## config.mk

```make
export PLATFORM = sky130hd
export DESIGN_NAME = fifo_wb
export DESIGN_NICKNAME = d
export VERILOG_FILES = /design/src/rtl/fifo_pkg.sv /design/src/rtl/addr_gen.sv /design/src/rtl/fifo.sv /design/src/rtl/fifo_wb_regs.sv /design/src/rtl/fifo_wb.sv
export SDC_FILE = /design/constraint.sdc
export NUM_CORES = 1
export LEC_CHECK = 0
export ABC_AREA = 1
export BUFFER_PORTS_ARGS = -buffer_cell sky130_fd_sc_hd__buf_2
export CAP_MARGIN = 20
export CORE_MARGIN = 4
export CORE_UTILIZATION = 53
export CTS_BUF_LIST = sky130_fd_sc_hd__clkbuf_16
export CTS_CLUSTER_SIZE = 28
export DETAILED_ROUTE_END_ITERATION = 16
export MAX_ROUTING_LAYER = met4
export PLACE_DENSITY = 0.85
export SYNTH_ARGS = -nofsm -noshare
export SYNTH_HDL_FRONTEND = slang
export SYNTH_HIERARCHICAL = 1
export SYNTH_SLANG_ARGS = --single-unit
```

## constraint.sdc

```tcl
create_clock -name clk -period 2.1 [get_ports clk]
set_input_delay 0 -clock clk [delete_from_list [all_inputs] [get_ports clk]]
set_output_delay 0 -clock clk [all_outputs]
set_load 0.01 [all_outputs]
```

## src/rtl/fifo_pkg.sv

```systemverilog
// Shared widths, depth and register map for the Wishbone byte FIFO
`default_nettype none

package fifo_pkg;

    // FIFO core geometry
    localparam int data_w  = 8;
    localparam int depth   = 16;
    localparam int ptr_w   = 4;
    // Fill count has to reach depth itself
    localparam int count_w = 5;

    // Wishbone side
    localparam int wb_dw = 32;
    localparam int wb_aw = 4;

    // Register byte offsets
    localparam logic [wb_aw-1:0] reg_data    = 4'h0;
    localparam logic [wb_aw-1:0] reg_status  = 4'h4;
    localparam logic [wb_aw-1:0] reg_control = 4'h8;

    // Status register layout
    localparam int st_count_lsb = 0;
    localparam int st_full      = 8;
    localparam int st_empty     = 9;
    localparam int st_overflow  = 10;
    localparam int st_underflow = 11;

    // Control register layout, flush reads back as zero
    localparam int ctl_lock  = 0;
    localparam int ctl_flush = 1;

endpackage

`default_nettype wire

```

## src/rtl/addr_gen.sv

```systemverilog
// Wrapping FIFO pointer with enable and synchronous clear
`default_nettype none

module addr_gen (
    input  wire logic                      clk,
    input  wire logic                      rst,
    input  wire logic                      en,
    input  wire logic                      clear,
    output logic      [fifo_pkg::ptr_w-1:0] addr
);
    import fifo_pkg::*;

    // Last valid slot before wrapping back to zero
    localparam logic [ptr_w-1:0] last_addr = ptr_w'(depth - 1);

    always_ff @(posedge clk or posedge rst) begin
        if (rst) begin
            addr <= '0;
        end else if (clear) begin
            addr <= '0;
        end else if (en) begin
            if (addr == last_addr) begin
                addr <= '0;
            end else begin
                addr <= addr + 1'b1;
            end
        end
    end

endmodule

`default_nettype wire

```

## src/rtl/fifo.sv

```systemverilog
// Byte FIFO core with drop-on-full, lock and flush handling
`default_nettype none

module fifo (
    input  wire logic                        clk,
    input  wire logic                        rst,
    input  wire logic                        push,
    input  wire logic                        pop,
    input  wire logic                        flush,
    input  wire logic                        lock,
    input  wire logic [fifo_pkg::data_w-1:0] wdata,
    output logic      [fifo_pkg::data_w-1:0] rdata,
    output logic      [fifo_pkg::count_w-1:0] count,
    output logic                             full,
    output logic                             empty
);
    import fifo_pkg::*;

    localparam logic [count_w-1:0] count_max = count_w'(depth);

    logic [data_w-1:0] mem [depth];

    logic [ptr_w-1:0] wr_addr;
    logic [ptr_w-1:0] rd_addr;

    logic push_ok;
    logic pop_ok;

    // Pushes into a full FIFO are dropped
    assign push_ok = push && !full;

    // Pops need data and an unlocked FIFO
    assign pop_ok = pop && !empty && !lock;

    addr_gen write_ptr (
        .clk   (clk),
        .rst   (rst),
        .en    (push_ok),
        .clear (flush),
        .addr  (wr_addr)
    );

    addr_gen read_ptr (
        .clk   (clk),
        .rst   (rst),
        .en    (pop_ok),
        .clear (flush),
        .addr  (rd_addr)
    );

    // Storage, sync write
    always_ff @(posedge clk) begin
        if (push_ok) begin
            mem[wr_addr] <= wdata;
        end
    end

    // Async read, zero while locked or nothing held
    assign rdata = (lock || empty) ? '0 : mem[rd_addr];

    // Fill count
    // Simultaneous push and pop leave it unchanged
    always_ff @(posedge clk or posedge rst) begin
        if (rst) begin
            count <= '0;
        end else if (flush) begin
            count <= '0;
        end else if (push_ok && !pop_ok) begin
            count <= count + 1'b1;
        end else if (pop_ok && !push_ok) begin
            count <= count - 1'b1;
        end
    end

    assign full  = (count == count_max);
    assign empty = (count == '0);

endmodule

`default_nettype wire

```

## src/rtl/fifo_wb_regs.sv

```systemverilog
// Wishbone classic register slave for the byte FIFO with sticky error flags
`default_nettype none

module fifo_wb_regs (
    input  wire logic                         clk,
    input  wire logic                         rst,
    input  wire logic                         cyc,
    input  wire logic                         stb,
    input  wire logic                         we,
    input  wire logic [fifo_pkg::wb_aw-1:0]   adr,
    input  wire logic [fifo_pkg::wb_dw-1:0]   dat_w,
    output logic                              ack,
    output logic      [fifo_pkg::wb_dw-1:0]   dat_r,
    output logic                              push,
    output logic                              pop,
    output logic                              flush,
    output logic                              lock,
    output logic      [fifo_pkg::data_w-1:0]  wdata,
    input  wire logic [fifo_pkg::data_w-1:0]  rdata,
    input  wire logic [fifo_pkg::count_w-1:0] count,
    input  wire logic                         full,
    input  wire logic                         empty
);
    import fifo_pkg::*;

    logic req;
    logic sel_data;
    logic sel_status;
    logic sel_control;

    logic data_wr;
    logic data_rd;
    logic status_wr;
    logic control_wr;

    logic overflow;
    logic underflow;

    logic [wb_dw-1:0] status_word;
    logic [wb_dw-1:0] control_word;
    logic [wb_dw-1:0] rd_mux;

    // New request only while ack is low, one access per handshake
    assign req = cyc && stb && !ack;

    assign sel_data    = (adr == reg_data);
    assign sel_status  = (adr == reg_status);
    assign sel_control = (adr == reg_control);

    assign data_wr    = req && we && sel_data;
    assign data_rd    = req && !we && sel_data;
    assign status_wr  = req && we && sel_status;
    assign control_wr = req && we && sel_control;

    // Strobes to the core, active on the request edge
    assign push  = data_wr;
    assign pop   = data_rd;
    assign flush = control_wr && dat_w[ctl_flush];
    assign wdata = dat_w[data_w-1:0];

    always_ff @(posedge clk or posedge rst) begin
        if (rst) begin
            ack <= 1'b0;
        end else begin
            ack <= req;
        end
    end

    // Sticky flags, set by bad accesses, cleared by writing ones
    always_ff @(posedge clk or posedge rst) begin
        if (rst) begin
            overflow  <= 1'b0;
            underflow <= 1'b0;
        end else begin
            if (data_wr && full) begin
                overflow <= 1'b1;
            end else if (status_wr && dat_w[st_overflow]) begin
                overflow <= 1'b0;
            end

            if (data_rd && (empty || lock)) begin
                underflow <= 1'b1;
            end else if (status_wr && dat_w[st_underflow]) begin
                underflow <= 1'b0;
            end
        end
    end

    // Lock level
    always_ff @(posedge clk or posedge rst) begin
        if (rst) begin
            lock <= 1'b0;
        end else if (control_wr) begin
            lock <= dat_w[ctl_lock];
        end
    end

    always_comb begin
        status_word = '0;
        status_word[st_count_lsb +: count_w] = count;
        status_word[st_full]      = full;
        status_word[st_empty]     = empty;
        status_word[st_overflow]  = overflow;
        status_word[st_underflow] = underflow;
    end

    always_comb begin
        control_word = '0;
        control_word[ctl_lock] = lock;
    end

    // Read mux, unmapped offsets give zero
    always_comb begin
        rd_mux = '0;
        if (sel_data) begin
            rd_mux = wb_dw'(rdata);
        end else if (sel_status) begin
            rd_mux = status_word;
        end else if (sel_control) begin
            rd_mux = control_word;
        end
    end

    // Captured on the request edge, before a pop moves the pointer
    always_ff @(posedge clk) begin
        if (req) begin
            dat_r <= we ? '0 : rd_mux;
        end
    end

endmodule

`default_nettype wire

```

## src/rtl/fifo_wb.sv

```systemverilog
// Top level of the Wishbone byte FIFO, register slave plus FIFO core
`default_nettype none

module fifo_wb (
    input  wire logic                       clk,
    input  wire logic                       rst,
    input  wire logic                       cyc,
    input  wire logic                       stb,
    input  wire logic                       we,
    input  wire logic [fifo_pkg::wb_aw-1:0] adr,
    input  wire logic [fifo_pkg::wb_dw-1:0] dat_w,
    output logic                            ack,
    output logic      [fifo_pkg::wb_dw-1:0] dat_r
);
    import fifo_pkg::*;

    // Strobes and levels from the slave
    logic              push;
    logic              pop;
    logic              flush;
    logic              lock;
    logic [data_w-1:0] wdata;

    // Core state back to the slave
    logic [data_w-1:0]  rdata;
    logic [count_w-1:0] count;
    logic               full;
    logic               empty;

    fifo_wb_regs regs (
        .clk   (clk),
        .rst   (rst),
        .cyc   (cyc),
        .stb   (stb),
        .we    (we),
        .adr   (adr),
        .dat_w (dat_w),
        .ack   (ack),
        .dat_r (dat_r),
        .push  (push),
        .pop   (pop),
        .flush (flush),
        .lock  (lock),
        .wdata (wdata),
        .rdata (rdata),
        .count (count),
        .full  (full),
        .empty (empty)
    );

    fifo core (
        .clk   (clk),
        .rst   (rst),
        .push  (push),
        .pop   (pop),
        .flush (flush),
        .lock  (lock),
        .wdata (wdata),
        .rdata (rdata),
        .count (count),
        .full  (full),
        .empty (empty)
    );

endmodule

`default_nettype wire

```

==> results.yml <==
clock_tree:
  cts.clk_slew.worst_paths_ns: 0.06
  cts_tree: "yes"
  ctsLongestPathBuffers: 2
  cts_buffers: 17
  htreeDepth: 4
  clock-root-buffer: "clkbuf_16"
  cts.sinks: 157
  clk_latency_ns: 0.42
job:
  maxCapViolCount: 0
grt:
  grt_max_degree: 57
  grtUsageTotal_pct: 21.49
  antenna_found_initial: 0
  grt_pass1_wl_um: 25310
  overflow: 0
  grt_pass1_vias: 5040
sta:
  fmax_ghz: 0.4605
  setup_viol: 2
  setup_ws_ns: -0.07162
  hold_ws_ns: 0.03068
  period_needed_ns: 2.172
  fin_skew_ns: 0.005004
  rsz0062_at_grt: "yes"
  period_share_pct: 103.4
  drv_slew: 0
  hold_viol_final: 0
synth:
  muxShareOfSynthArea_pct: 0
  synthAdderAreaFrac_pct: 1.315
  synth_top_family_by_area: "simple AND/OR/NAND/NOR gates"
  netlist_area_mm2: 0.007233
  ys.warnings.count: 6
  ys_types: 33
  synth_async_sr_flop_share_pct: 10.83
  synth_ff_type: "edfxtp_1"
  synth.most_common_cell: "edfxtp_1"
  synth_compound_gate_area_share_pct: 8.891
  yosysTopAreaCell: "edfxtp_1"
  postSynthCellCount: 657
  synth_edf_count: 140
  netlist_top_cells_count: "edfxtp_1 (140), inv_1 (94), nand2_1 (83)"
  synth_area_leaders: "edfxtp_1 (58%), dfrtp_1 (5.9%), nand3_1 (4.9%), inv_1 (4.9%), o211ai_1 (4.4%)"
  ys_seq_area_share_pct: 64.00
  synth-xor-area-share_pct: 0.2422
  synthDominantCellAreaShare_pct: 58.12
  synth.avg_cell_area_um2: 11.01
  synth_seq_cells: 157
  synth_simple_gate_area_share_pct: 15.08
pwr:
  seq_power_share_pct: 45.0
  p_sw_share_pct: 25.29
  peakVddDrop_uv: 800.1
  switchingPower_mw: 2.001
  power.leakage_nw: 3.352
  clockPowerShare_pct: 38.9
  intPower_mw: 5.909
  power_frac_comb_pct: 16.1
  power.density_mw_per_mm2: 923.9
floorplanning:
  initial_core_util_pct: 54.40
  die_height_um: 124.8
  core_mm2: 0.01330
  ioPinCount: 74
  die-area_mm2: 0.01558
  fp.dieW_um: 124.8
  rows: 42
placed_design:
  place_congestion: 0.8891
  dp_hpwl_um: 10070
  dp_slack_ns: 0.01048
  io_buffer_count: 31
critical_path:
  critPathMaxFanout: 5
  r2r_slack_ns: -0.07
  critPathKind: "flip-flop to flip-flop"
  worst_ep_arrival_time_ns: 2.47
  critPathRequiredTime_ns: 2.40
  endpoint_kind: "flip-flop"
  cp-start-kind: "flip-flop"
drt:
  via_count: 5161
  drtIter0Drc: 562
  antenna_left: 0
  wl_um: 16560
  via_per_inst: 5.622
  wl_per_cell_um: 18.04
  drc_errors: 0
  firstDrtPassIters: 6
layout:
  drive_above_1_share_pct: 21.43
  register_area_mm2: 0.004636
  area_delta_synth_final_pct: 18.35
  fin_nets: 778
  n_fill_cell: 907
  multi_input_area_mm2: 0.002041
  diodes: 0
run_status:
  violations: "negative setup slack"
  status: "complete, but fails checks"
min_path:
  hp-class: "input pin to flip-flop"
## layer usage
metal  vias to the layer above  wire (um)  share of wire [%]  global-route usage [%]
li1                       2349          -                  -                       -
met1                      2500       6140                 37                   24.83
met2                       256       8489                 51                   36.01
met3                        56       1308                7.9                   4.889
met4                         0        625                3.8                   9.694
met5                         -          0                  0                       -
## flip-flops by register name, summed over array words and instances, names as in the netlist
| register | count |
|---|---|
| regs/dat_r | 12 |
| core/write_ptr/addr | 4 |
| regs/lock | 1 |
| core/count | 5 |
| regs/overflow | 1 |
| regs/ack | 1 |
| regs/underflow | 1 |
| core/read_ptr/addr | 4 |
| core/mem | 128 |
## critical path: stages (launching register included)
cell      delay (ns)
dfrtp_1         0.46
nor2_2          0.19
nand3_1         0.14
nand2_2         0.13
inv_2           0.07
nand2_4         0.13
buf_4           0.16
ha_4            0.20
nand3_1         0.08
nand2_2         0.08
xnor2_2         0.17
nand3b_1        0.16
nand2_1         0.08
## layout by cell type, fill, tap and decap left out, types with 4 or more instances in the layout
master | netlist | layout
inv_2 | 11 | 12
nand3_1 | 71 | 69
nor2_2 | 1 | 4
o21ai_0 | 24 | 24
buf_12 | 0 | 4
nand3_2 | 6 | 7
edfxtp_1 | 140 | 140
ha_4 | 0 | 4
clkbuf_16 | 0 | 17
nand2_1 | 83 | 80
nand2_2 | 9 | 12
clkinv_2 | 1 | 5
o211ai_1 | 42 | 42
bufinv_16 | 0 | 4
nor2_4 | 5 | 5
buf_2 | 13 | 31
a21oi_1 | 36 | 33
dlygate4sd3_1 | 0 | 13
conb_1 | 1 | 20
nor2_1 | 33 | 30
nand4_1 | 9 | 9
dfrtp_1 | 17 | 14
inv_1 | 94 | 97
buf_4 | 29 | 37
## cells by family (layout without fill, tap and decap cells)
family	Yosys count	count (layout)
compound gates	106	106
buf+inv	159	225
other cells	1	20
simple gates	225	225
xor+xnor	2	2
flops	157	157
fa+ha+maj	7	7
## per-stage QoR
step	total power [mW]	instances	TNS [ns]	instance area [um^2]	util [%]
2_1_floorplan	4.344	676	-0.02707	7305	-
3_3_place_gp	4.533	866	0	7647	57.52
3_5_place_dp	4.598	866	0	7647	57.52
4_1_cts	7.697	912	0	8388	63.09
5_1_grt	8.220	918	-0.3966	8561	64.39
6_report	7.910	918	-0.1096	8561	64.39
## layout make-up
class | count | share of cell area [%]
clock inverter | 14 | 1.944
sequential | 157 | 54.15
multi-input combinational | 360 | 23.84
clock buffer | 17 | 4.969
inverter | 107 | 4.750
tap | 176 | 2.572
timing repair buffer | 87 | 7.775
## path summary, 6_finish.rpt
kind	start	depth (start not counted)	endpoint
worst max register to register	core/count[3]	12	core/count[3]
min in group asynchronous	rst	3	core/write_ptr/addr[2]
worst min register to register	regs/overflow	2	regs/overflow
worst max-delay path	core/count[3]	12	core/count[3]
worst min-delay path	dat_w[1]	1	core/mem[5][1]
max in group asynchronous	rst	3	core/count[2]
## what timing repair did
item,CTS,global route
hold buffers,13,0
setup endpoints to repair,2,83
gates resized for setup,2,23
hold endpoints to repair,120,0
setup buffers,2,6
pin swaps,2,5
## power by group through the flow
stage                     combinational (mW)  clock (mW)  sequential (mW)
after floorplan                        0.754           0             3.59
after global placement                 0.932           0             3.60
after detailed placement               0.992           0             3.61
after CTS                               1.05        3.11             3.55
after global routing                    1.39        3.27             3.56
final                                   1.27        3.08             3.56
No activity file was read; power rests on OpenSTA's default activity.
